## src/verilog/permCtrlPkg.sv

```systemverilog
`default_nettype none

package permCtrlPkg;

    // Reset normalization
    typedef enum logic [1:0] {
        RST_HOLD   = 2'd0,             // Internal reset asserted
        RST_WARMUP = 2'd1,
        RST_DONE   = 2'd2
    } resetStateT;

    // Top register management
    typedef enum logic [1:0] {
        TOP_ACTIVE = 2'd0,
        TOP_DRAIN  = 2'd1,             // Waiting for the scoring stages to empty
        TOP_LOAD   = 2'd2
    } topStateT;

endpackage

`default_nettype wire

```

## src/verilog/permDataPkg.sv

```systemverilog
`default_nettype none

package permDataPkg;

    localparam int WORD_WIDTH = 128;       // One bot or top word
    localparam int RESULT_WIDTH = 64;
    localparam int SUM_WIDTH = 48;
    localparam int COUNT_WIDTH = 13;
    localparam int ACTIVITY_WIDTH = 30;
    localparam int CYCLE_WIDTH = 31;

    // Bot score layout
    localparam int SUM_LSB = 0;
    localparam int COUNT_LSB = SUM_LSB + SUM_WIDTH;

    // Top record layout, bits 62:61 stay zero
    localparam int CYCLE_LSB = 0;
    localparam int ACTIVITY_LSB = CYCLE_LSB + CYCLE_WIDTH;
    localparam int ORIGIN_BIT = RESULT_WIDTH - 1;

    typedef enum logic {
        ORIGIN_BOT = 1'b0,
        ORIGIN_TOP = 1'b1              // Matches result bit 63
    } originT;

endpackage

`default_nettype wire

```

## src/verilog/activityCounter.sv

```systemverilog
`timescale 1ns/1ps
`default_nettype none

module activityCounter #(
    parameter int PIPE_DEPTH = 4
) (
    input  logic clk,
    input  logic rst,
    input  logic clear,
    input  logic [$clog2(PIPE_DEPTH+1)-1:0] activity,
    output logic [permDataPkg::ACTIVITY_WIDTH-1:0] activityCount,
    output logic [permDataPkg::CYCLE_WIDTH-1:0] cycleCount
);
    import permDataPkg::*;

    logic [ACTIVITY_WIDTH:0] activitySum;  // One extra bit flags overflow

    assign activitySum = {1'b0, activityCount} + (ACTIVITY_WIDTH + 1)'(activity);

    always_ff @(posedge clk) begin
        if (rst) begin
            activityCount <= '0;
            cycleCount <= '0;
        end else if (clear) begin
            // The clearing cycle opens the next interval
            activityCount <= ACTIVITY_WIDTH'(activity);
            cycleCount <= CYCLE_WIDTH'(1);
        end else begin
            activityCount <= activitySum[ACTIVITY_WIDTH] ? '1 : activitySum[ACTIVITY_WIDTH-1:0];
            if (!(&cycleCount)) begin
                cycleCount <= cycleCount + 1'b1;   // Saturate
            end
        end
    end

endmodule

`default_nettype wire

```

## src/verilog/originQueue.sv

```systemverilog
`timescale 1ns/1ps
`default_nettype none

module originQueue #(
    parameter int QUEUE_DEPTH_LOG2 = 4
) (
    input  logic clk,
    input  logic rst,
    input  logic push,
    input  permDataPkg::originT pushOrigin,
    input  logic pop,
    output permDataPkg::originT headOrigin,
    output logic queueEmpty
);
    import permDataPkg::*;

    localparam int DEPTH = 2 ** QUEUE_DEPTH_LOG2;

    originT entries [DEPTH];
    logic [QUEUE_DEPTH_LOG2:0] wrPtr;      // Top bit tells wrap parity
    logic [QUEUE_DEPTH_LOG2:0] rdPtr;
    logic queueFull;

    assign queueEmpty = (wrPtr == rdPtr);
    assign queueFull = (wrPtr[QUEUE_DEPTH_LOG2] != rdPtr[QUEUE_DEPTH_LOG2])
        && (wrPtr[QUEUE_DEPTH_LOG2-1:0] == rdPtr[QUEUE_DEPTH_LOG2-1:0]);
    assign headOrigin = entries[rdPtr[QUEUE_DEPTH_LOG2-1:0]];   // Shown before the pop

    always_ff @(posedge clk) begin
        if (rst) begin
            wrPtr <= '0;
            rdPtr <= '0;
        end else begin
            if (push) begin
                wrPtr <= wrPtr + 1'b1;
            end
            if (pop) begin
                rdPtr <= rdPtr + 1'b1;
            end
        end
    end

    always_ff @(posedge clk) begin
        if (push) begin
            entries[wrPtr[QUEUE_DEPTH_LOG2-1:0]] <= pushOrigin;
        end
    end

    noPushWhenFull: assert property (@(posedge clk) disable iff (rst)
        push |-> !queueFull);
    noPopWhenEmpty: assert property (@(posedge clk) disable iff (rst)
        pop |-> !queueEmpty);

endmodule

`default_nettype wire

```

## src/verilog/permutationPipeline.sv

```systemverilog
`timescale 1ns/1ps
`default_nettype none

module permutationPipeline #(
    parameter int PIPE_DEPTH = 4,      // At least 3
    parameter int RESULT_DEPTH = 8
) (
    input  logic clk,
    input  logic rst,
    input  logic writeBot,
    input  logic [permDataPkg::WORD_WIDTH-1:0] bot,
    input  logic [permDataPkg::WORD_WIDTH-1:0] currentTop,
    input  logic resultPop,
    output logic readyForBot,
    output logic resultValid,
    output logic [permDataPkg::SUM_WIDTH-1:0] sumOut,
    output logic [permDataPkg::COUNT_WIDTH-1:0] countOut,
    output logic [$clog2(PIPE_DEPTH+1)-1:0] activity,
    output logic pipelineEmpty
);
    import permDataPkg::*;

    localparam int ROTATIONS = 4;
    localparam int ROT_STEP = WORD_WIDTH / ROTATIONS;
    localparam int POP_WIDTH = $clog2(WORD_WIDTH + 1);
    localparam int STAGES = PIPE_DEPTH - 1;    // Registered stages ahead of the buffer
    localparam int ACT_WIDTH = $clog2(PIPE_DEPTH + 1);
    localparam int PTR_WIDTH = (RESULT_DEPTH > 1) ? $clog2(RESULT_DEPTH) : 1;
    localparam int FILL_WIDTH = $clog2(RESULT_DEPTH + 1);

    function automatic logic [POP_WIDTH-1:0] popCount(input logic [WORD_WIDTH-1:0] v);
        logic [POP_WIDTH-1:0] n;
        n = '0;
        for (int i = 0; i < WORD_WIDTH; i++) begin
            n += POP_WIDTH'(v[i]);
        end
        return n;
    endfunction

    function automatic logic [PTR_WIDTH-1:0] nextPtr(input logic [PTR_WIDTH-1:0] p);
        return (p == PTR_WIDTH'(RESULT_DEPTH - 1)) ? '0 : p + 1'b1;
    endfunction

    logic [STAGES-1:0] stageValid;
    logic [WORD_WIDTH-1:0] masked [ROTATIONS];
    logic [POP_WIDTH-1:0] popStage [STAGES-1][ROTATIONS];
    logic [SUM_WIDTH-1:0] finalSum;
    logic [COUNT_WIDTH-1:0] finalCount;
    logic bufWrite;
    logic [SUM_WIDTH-1:0] sumMem [RESULT_DEPTH];
    logic [COUNT_WIDTH-1:0] countMem [RESULT_DEPTH];
    logic [PTR_WIDTH-1:0] wrPtr;
    logic [PTR_WIDTH-1:0] rdPtr;
    logic [FILL_WIDTH-1:0] fill;
    logic [FILL_WIDTH-1:0] credits;        // Bots in flight plus buffered results

    always_ff @(posedge clk) begin
        if (rst) begin
            stageValid <= '0;
        end else begin
            stageValid <= {stageValid[STAGES-2:0], writeBot};
        end
    end

    always_ff @(posedge clk) begin
        for (int r = 0; r < ROTATIONS; r++) begin
            masked[r] <= bot & ((currentTop << (r * ROT_STEP))
                | (currentTop >> (WORD_WIDTH - r * ROT_STEP)));
            popStage[0][r] <= popCount(masked[r]);
            for (int s = 1; s < STAGES - 1; s++) begin
                popStage[s][r] <= popStage[s-1][r];   // Delay to the fixed depth
            end
        end
    end

    // Last stage adds the counts on the way into the buffer
    always_comb begin
        finalSum = '0;
        finalCount = '0;
        for (int r = 0; r < ROTATIONS; r++) begin
            finalSum += SUM_WIDTH'(popStage[STAGES-2][r]);
            finalCount += COUNT_WIDTH'(popStage[STAGES-2][r] != '0);
        end
    end

    assign bufWrite = stageValid[STAGES-1];

    always_ff @(posedge clk) begin
        if (bufWrite) begin
            sumMem[wrPtr] <= finalSum;
            countMem[wrPtr] <= finalCount;
        end
    end

    always_ff @(posedge clk) begin
        if (rst) begin
            wrPtr <= '0;
            rdPtr <= '0;
            fill <= '0;
            credits <= '0;
        end else begin
            if (bufWrite) begin
                wrPtr <= nextPtr(wrPtr);
            end
            if (resultPop) begin
                rdPtr <= nextPtr(rdPtr);
            end
            fill <= fill + FILL_WIDTH'(bufWrite) - FILL_WIDTH'(resultPop);
            credits <= credits + FILL_WIDTH'(writeBot) - FILL_WIDTH'(resultPop);
        end
    end

    assign readyForBot = (credits < FILL_WIDTH'(RESULT_DEPTH));
    assign resultValid = (fill != '0);
    assign sumOut = sumMem[rdPtr];
    assign countOut = countMem[rdPtr];
    assign activity = ACT_WIDTH'($countones(stageValid));
    assign pipelineEmpty = ~|stageValid;

    // Credits reserved at writeBot keep the buffer from overflowing later
    bufferNeverOverflows: assert property (@(posedge clk) disable iff (rst)
        bufWrite |-> (fill < FILL_WIDTH'(RESULT_DEPTH)) || resultPop);

endmodule

`default_nettype wire

```

## src/verilog/permutationTop.sv

```systemverilog
`timescale 1ns/1ps
`default_nettype none

module permutationTop #(
    parameter int PIPE_DEPTH = 4,
    parameter int RESULT_DEPTH = 8,
    parameter int QUEUE_DEPTH_LOG2 = 4,
    parameter int WARMUP_CYCLES = 16
) (
    input  logic clk,
    input  logic resetn,
    input  logic ivalid,
    input  logic startNewTop,          // Word is a new top, not a bot
    input  logic [permDataPkg::WORD_WIDTH/2-1:0] botLower,
    input  logic [permDataPkg::WORD_WIDTH/2-1:0] botUpper,
    input  logic iready,
    output logic oready,
    output logic ovalid,
    output logic [permDataPkg::RESULT_WIDTH-1:0] result
);
    import permDataPkg::*;

    logic [WORD_WIDTH-1:0] ingressWord;
    logic botValid;
    logic topValid;
    logic rst;
    logic isInitialized;
    logic writeBot;
    logic writeTop;
    logic stallInput;
    logic [WORD_WIDTH-1:0] currentTop;
    originT pushOrigin;
    originT headOrigin;
    logic queueEmpty;
    logic outXfer;
    logic [ACTIVITY_WIDTH-1:0] activityCount;
    logic [CYCLE_WIDTH-1:0] cycleCount;
    logic readyForBot;
    logic resultValid;
    logic pipelineEmpty;
    logic [SUM_WIDTH-1:0] sumOut;
    logic [COUNT_WIDTH-1:0] countOut;
    logic [$clog2(PIPE_DEPTH+1)-1:0] activity;

    // One-deep ingress queue, lets oready rise long before warm-up ends
    always_ff @(posedge clk) begin
        if (oready) begin
            ingressWord <= {botUpper, botLower};
        end
    end

    always_ff @(posedge clk) begin
        if (!resetn) begin
            botValid <= 1'b0;
            topValid <= 1'b0;
        end else if (oready) begin
            botValid <= ivalid && !startNewTop;
            topValid <= ivalid && startNewTop;
        end
    end

    assign oready = (readyForBot && !stallInput && isInitialized)
        || (!botValid && !topValid && !rst);
    assign writeBot = botValid && oready;
    assign writeTop = topValid && oready;
    assign pushOrigin = writeTop ? ORIGIN_TOP : ORIGIN_BOT;

    assign ovalid = !queueEmpty && (headOrigin == ORIGIN_TOP || resultValid);
    assign outXfer = ovalid && iready;

    always_comb begin
        result = '0;
        result[ORIGIN_BIT] = (headOrigin == ORIGIN_TOP);
        if (headOrigin == ORIGIN_TOP) begin
            result[ACTIVITY_LSB +: ACTIVITY_WIDTH] = activityCount;
            result[CYCLE_LSB +: CYCLE_WIDTH] = cycleCount;
        end else begin
            result[COUNT_LSB +: COUNT_WIDTH] = countOut;
            result[SUM_LSB +: SUM_WIDTH] = sumOut;
        end
    end

    resetNormalizer #(.WARMUP_CYCLES(WARMUP_CYCLES)) i_resetNormalizer (
        .clk(clk), .resetn(resetn), .rst(rst), .isInitialized(isInitialized)
    );

    topManager i_topManager (
        .clk(clk), .rst(rst), .topIn(ingressWord), .writeTop(writeTop),
        .pipelineEmpty(pipelineEmpty), .stallInput(stallInput), .currentTop(currentTop)
    );

    originQueue #(.QUEUE_DEPTH_LOG2(QUEUE_DEPTH_LOG2)) i_originQueue (
        .clk(clk), .rst(rst), .push(writeTop || writeBot), .pushOrigin(pushOrigin),
        .pop(outXfer), .headOrigin(headOrigin), .queueEmpty(queueEmpty)
    );

    activityCounter #(.PIPE_DEPTH(PIPE_DEPTH)) i_activityCounter (
        .clk(clk), .rst(rst), .clear(outXfer && headOrigin == ORIGIN_TOP),
        .activity(activity), .activityCount(activityCount), .cycleCount(cycleCount)
    );

    permutationPipeline #(
        .PIPE_DEPTH(PIPE_DEPTH),
        .RESULT_DEPTH(RESULT_DEPTH)
    ) i_permutationPipeline (
        .clk(clk), .rst(rst), .writeBot(writeBot), .bot(ingressWord),
        .currentTop(currentTop), .resultPop(outXfer && headOrigin == ORIGIN_BOT),
        .readyForBot(readyForBot), .resultValid(resultValid), .sumOut(sumOut),
        .countOut(countOut), .activity(activity), .pipelineEmpty(pipelineEmpty)
    );

endmodule

`default_nettype wire

```

## src/verilog/resetNormalizer.sv

```systemverilog
`timescale 1ns/1ps
`default_nettype none

module resetNormalizer #(
    parameter int WARMUP_CYCLES = 16
) (
    input  logic clk,
    input  logic resetn,
    output logic rst,
    output logic isInitialized
);
    import permCtrlPkg::*;

    localparam int WARM_WIDTH = $clog2(WARMUP_CYCLES + 1);

    resetStateT state;
    logic resetnQ;                     // Delayed copy stretches rst by one cycle
    logic [WARM_WIDTH-1:0] warmCount;

    always_ff @(posedge clk) begin
        resetnQ <= resetn;
    end

    always_ff @(posedge clk) begin
        if (!resetn) begin
            state <= RST_HOLD;
            warmCount <= '0;
        end else begin
            case (state)
                RST_HOLD: begin
                    if (resetnQ) begin
                        state <= RST_WARMUP;
                    end
                end
                RST_WARMUP: begin
                    warmCount <= warmCount + 1'b1;
                    if (warmCount == WARM_WIDTH'(WARMUP_CYCLES - 1)) begin
                        state <= RST_DONE;
                    end
                end
                default: state <= RST_DONE;
            endcase
        end
    end

    assign rst = (state == RST_HOLD);
    assign isInitialized = (state == RST_DONE);

    // Warm-up must run its full length with rst already released
    initDoneAfterWarmup: assert property (@(posedge clk) disable iff (!resetn)
        $rose(isInitialized) |-> !rst && $past(!rst, WARMUP_CYCLES));

endmodule

`default_nettype wire

```

## src/verilog/topManager.sv

```systemverilog
`timescale 1ns/1ps
`default_nettype none

module topManager (
    input  logic clk,
    input  logic rst,
    input  logic [permDataPkg::WORD_WIDTH-1:0] topIn,
    input  logic writeTop,
    input  logic pipelineEmpty,
    output logic stallInput,
    output logic [permDataPkg::WORD_WIDTH-1:0] currentTop
);
    import permDataPkg::*;
    import permCtrlPkg::*;

    topStateT state;
    logic [WORD_WIDTH-1:0] pendingTop;     // New top waiting for the drain

    always_ff @(posedge clk) begin
        if (rst) begin
            state <= TOP_ACTIVE;
            currentTop <= '0;                  // Early bots score against zero
        end else begin
            case (state)
                TOP_ACTIVE: begin
                    if (writeTop) begin
                        state <= TOP_DRAIN;
                    end
                end
                TOP_DRAIN: begin
                    if (pipelineEmpty) begin
                        state <= TOP_LOAD;
                    end
                end
                TOP_LOAD: begin
                    currentTop <= pendingTop;
                    state <= TOP_ACTIVE;
                end
                default: state <= TOP_ACTIVE;
            endcase
        end
    end

    always_ff @(posedge clk) begin
        if (state == TOP_ACTIVE && writeTop) begin
            pendingTop <= topIn;
        end
    end

    assign stallInput = (state != TOP_ACTIVE);

    // Bots in flight never see the top change under them
    topChangesOnLoad: assert property (@(posedge clk) disable iff (rst)
        !$stable(currentTop) |-> $past(state) == TOP_LOAD);

endmodule

`default_nettype wire
```

## config.mk

```make
export PLATFORM = sky130hd
export DESIGN_NAME = permutationTop
export DESIGN_NICKNAME = d
export VERILOG_FILES = /design/src/verilog/permCtrlPkg.sv /design/src/verilog/permDataPkg.sv /design/src/verilog/activityCounter.sv /design/src/verilog/originQueue.sv /design/src/verilog/permutationPipeline.sv /design/src/verilog/permutationTop.sv /design/src/verilog/resetNormalizer.sv /design/src/verilog/topManager.sv
export SDC_FILE = /design/constraint.sdc
export NUM_CORES = 2
export LEC_CHECK = 0
export ABC_AREA = 1
export BUFFER_PORTS_ARGS = -buffer_cell sky130_fd_sc_hd__buf_2
export CAP_MARGIN = 20
export CORE_ASPECT_RATIO = 1.1
export CORE_MARGIN = 3
export CORE_UTILIZATION = 40
export DETAILED_ROUTE_END_ITERATION = 12
export HOLD_SLACK_MARGIN = 0.12
export PLACE_DENSITY = 0.55
export SETUP_SLACK_MARGIN = 0.4
export SLEW_MARGIN = 20
export SYNTH_ARGS = -nofsm -noshare
export SYNTH_HDL_FRONTEND = slang
export SYNTH_SLANG_ARGS = --single-unit
```

## constraint.sdc

```tcl
create_clock -name clk -period 11.9 [get_ports clk]
set_input_delay 2.38 -clock clk [delete_from_list [all_inputs] [get_ports clk]]
set_output_delay 2.38 -clock clk [all_outputs]
set_load 0.005 [all_outputs]
```

==> flow_summary_export.csv <==
group,metric,value,unit
floorplanning,floorplan.initialDensity,0.4031,
floorplanning,coreArea,0.1308,mm^2
synthesis,yosys_warnings,0,
timing,clock_skew,0.04391,ns
global_routing,grt_first_pass_wirelength,220100,um
worst_setup_path,crit_type,"flip-flop to flip-flop",
synthesis,synthesis.area,0.05273,mm^2
run_status,outcome,"complete, no violations",
global_routing,grt_max_degree,129,
worst_setup_path,end_kind,"flip-flop",
synthesis,ys_seq_area_frac,0.5221,
drt,drtAntennaViolNets,0,
drt,vias_per_cell,4.487,
placed_design,port_buffers,196,
floorplanning,ios,199,
synthesis,synth_top_area_frac,0.3079,
worst_hold_path,hold_path.class,"flip-flop to flip-flop",
final_layout,drive_gt1_frac,0.08555,
floorplanning,die_h,386.8,um
timing,min_period,7.403,ns
global_routing,track_usage,0.2241,
power,p_per_area,149.8,mW/mm^2
cts,clockRootBuffer,"clkbuf_16",
power,irDropWorstVdd,0.1497,mV
final_layout,nNetsFinal,6104,
timing,period_share,0.6221,
cts,cts_setup_buffers,0,
floorplanning,die_w,352.2,um
synthesis,synth_cells,5087,
cts,clock_latency,0.78,ns
synthesis,synth_top_cell_by_area,"dfxtp_1",
placed_design,pre_cts_ws,4.529,ns
synthesis,synth-seq-cells,1187,
floorplanning,die_area,0.1362,mm^2
synthesis,synth_common_cells,"inv_1, dfxtp_1, nand2_1, nor2_1, fa_1",
job,cap_violations,0,
cts,cts_sinks,1187,
timing,setup_viol,0,
cts,cts_buffers,130,
drt,drt_pass1_iterations,7,
synthesis,ys_async_sr_fraction,0,
synthesis,yosysMostFrequentCell,"inv_1",
global_routing,antenna_found_initial,8,
worst_setup_path,cp.required,12.59,ns
timing,rsz0062_at_grt,"false",
drt,routed_wl,150600,um
placed_design,gp_congestion,0.9757,
drt,wire_per_inst,20.85,um
timing,setup-tns-final,0,ns
synthesis,ys_top_cells_by_area,"dfxtp_1, edfxtp_1, fa_1, inv_1, nand2_1",
worst_setup_path,crit_arrival,8.09,ns
synthesis,yosysUniqueCellTypes,43,
timing,maxSlewHeadroom,0.3625,
final_layout,fill_cells,12570,
timing,slew_violations,0,
cts,clockBufferDepth,3,
timing,setup_ws,4.497,ns
final_layout,layout-area-overhead-vs-synth,13.92,%
timing,worst_pin_slew,0.9552,ns
global_routing,grt_remaining_overflow,0,
cts,cts_resized,0,
timing,max_freq,135.1,MHz
timing,hold_viol_final,0,
cts,clk_pin_slew,0.06,ns
worst_setup_path,cp_max_fo,2,
synthesis,synth_edf_count,376,
global_routing,grt_pass1_vias,33580,
power,leakage,0.02946,uW
drt,vias,32410,
synthesis,avgSynthCellArea,10.36,um^2
floorplanning,rows,139,
cts,cts-htree-levels,4,
cts,cts_tree,"built",
synthesis,synth_ff_type,"dfxtp_1",
drt,first_iter_violations,2134,
cts,cts_hold_buf,0,
placed_design,hpwl,118700,um
worst_setup_path,cp-start-kind,"flip-flop",
drt,drc,0,
[placed cells by master (no fill, tap or decap), drive strengths merged, types with 2 or more instances in the layout]
cell	n
a211oi	4
inv	1420
a21o	8
fa	475
a21oi	105
edfxtp	376
nor4	18
clkbuf	179
nand2	712
ha	145
bufinv	9
xnor2	13
clkinv	36
nand3	41
clkinvlp	3
nand4	17
mux2i	26
buf	215
a31oi	13
nor2	498
xor2	73
diode	3
conb	2
nor3	43
o21ai	209
o21bai	4
dfxtp	811
[metal layers]
layer / up-vias / track usage / share of wire
li1: 15570 / - / -
met5: - / 0 / 0
met2: 818 / 0.3860 / 0.49
met3: 279 / 0.02802 / 0.039
met4: 0 / 0.1462 / 0.073
met1: 15740 / 0.2639 / 0.40
[path summary, 6_finish.rpt]
| check | startpoint | to | slack (ns) | depth (start not counted) |
|---|---|---|---|---|
| worst max-delay path | i_permutationPipeline.masked[3][0] | i_permutationPipeline.popStage[0][6] | 4.50 | 18 |
| worst min-delay path | i_permutationPipeline.popStage[0][16] | i_permutationPipeline.popStage[0][48] | 0.31 | 0 |
| worst max register to register | i_permutationPipeline.masked[3][0] | i_permutationPipeline.popStage[0][6] | 4.50 | 18 |
| worst min register to register | i_permutationPipeline.popStage[0][16] | i_permutationPipeline.popStage[0][48] | 0.31 | 0 |
[cell type report]
| cell class | count | area [um^2] | area share |
|---|---|---|---|
| multi-input cells | 2410 | 19560 | 0.3257 |
| repair buffers | 215 | 1136 | 0.01892 |
| well taps | 1762 | 2205 | 0.03671 |
| inverters | 1407 | 5290 | 0.08808 |
| diodes | 3 | 7.507 | 0.0001250 |
| clock inverters | 61 | 720.7 | 0.01200 |
| flip-flops and latches | 1187 | 27530 | 0.4583 |
| clock buffers | 179 | 3612 | 0.06014 |
[cells by family (layout without fill, tap and decap cells)]
group / after synthesis / in the layout / synth area share
fa+ha+maj: 620 / 620 / 0.2148
flops: 1187 / 1187 / 0.5221
buf+inv: 1491 / 1862 / 0.1077
compound gates: 344 / 344 / 0.03401
other cells: 1 / 5 / 0.00007112
mux: 26 / 26 / 0.004936
xor+xnor: 86 / 86 / 0.01429
simple gates: 1332 / 1332 / 0.1022
[state kept, by name, indices dropped and copies added (netlist names), 5 cells and up, named ones only]
name                             count
i_topManager.pendingTop            128
i_permutationPipeline.popStage      64
i_activityCounter.cycleCount        31
i_originQueue.rdPtr                  5
i_permutationPipeline.sumMem        80
i_permutationPipeline.countMem      24
i_topManager.currentTop            128
i_originQueue.wrPtr                  5
i_permutationPipeline.masked       512
i_originQueue.entries               16
ingressWord                        128
i_resetNormalizer.warmCount          5
i_activityCounter.activityCount     30
[report_power, final]
group          total (uW)  switching [uW]  internal (uW)
Clock                4070            1710           2360
Combinational         415             289            126
Sequential           4510             154           4360
[worst max-delay path, stage by stage, from the launching register on]
cell and delay (ns):
dfxtp_1 0.30, ha_1 0.28, inv_1 0.07, fa_1 0.43
fa_1 0.54, fa_1 0.63, fa_1 0.48, fa_1 0.60
fa_1 0.47, fa_1 0.55, fa_1 0.45, fa_1 0.51
fa_1 0.44, fa_1 0.41, fa_1 0.42, o21ai_0 0.28
a21oi_1 0.10, o21ai_0 0.21, xor2_1 0.15
[stage by stage]
step / power (uW) / std cells / hold slack (ns) / utilization / instance area, um^2
2_1_floorplan: 4785 / 5088 / 0.3096 / - / 52730
3_3_place_gp: 5019 / 6981 / 0.3108 / 0.4260 / 55720
3_5_place_dp: 5028 / 6981 / 0.3121 / 0.4260 / 55720
4_1_cts: 9116 / 7221 / 0.3161 / 0.4592 / 60050
5_1_grt: 9326 / 7224 / 0.3199 / 0.4592 / 60060
6_report: 8997 / 7224 / 0.3076 / 0.4592 / 60060
Note: power is estimated with default switching activity, not from simulation.
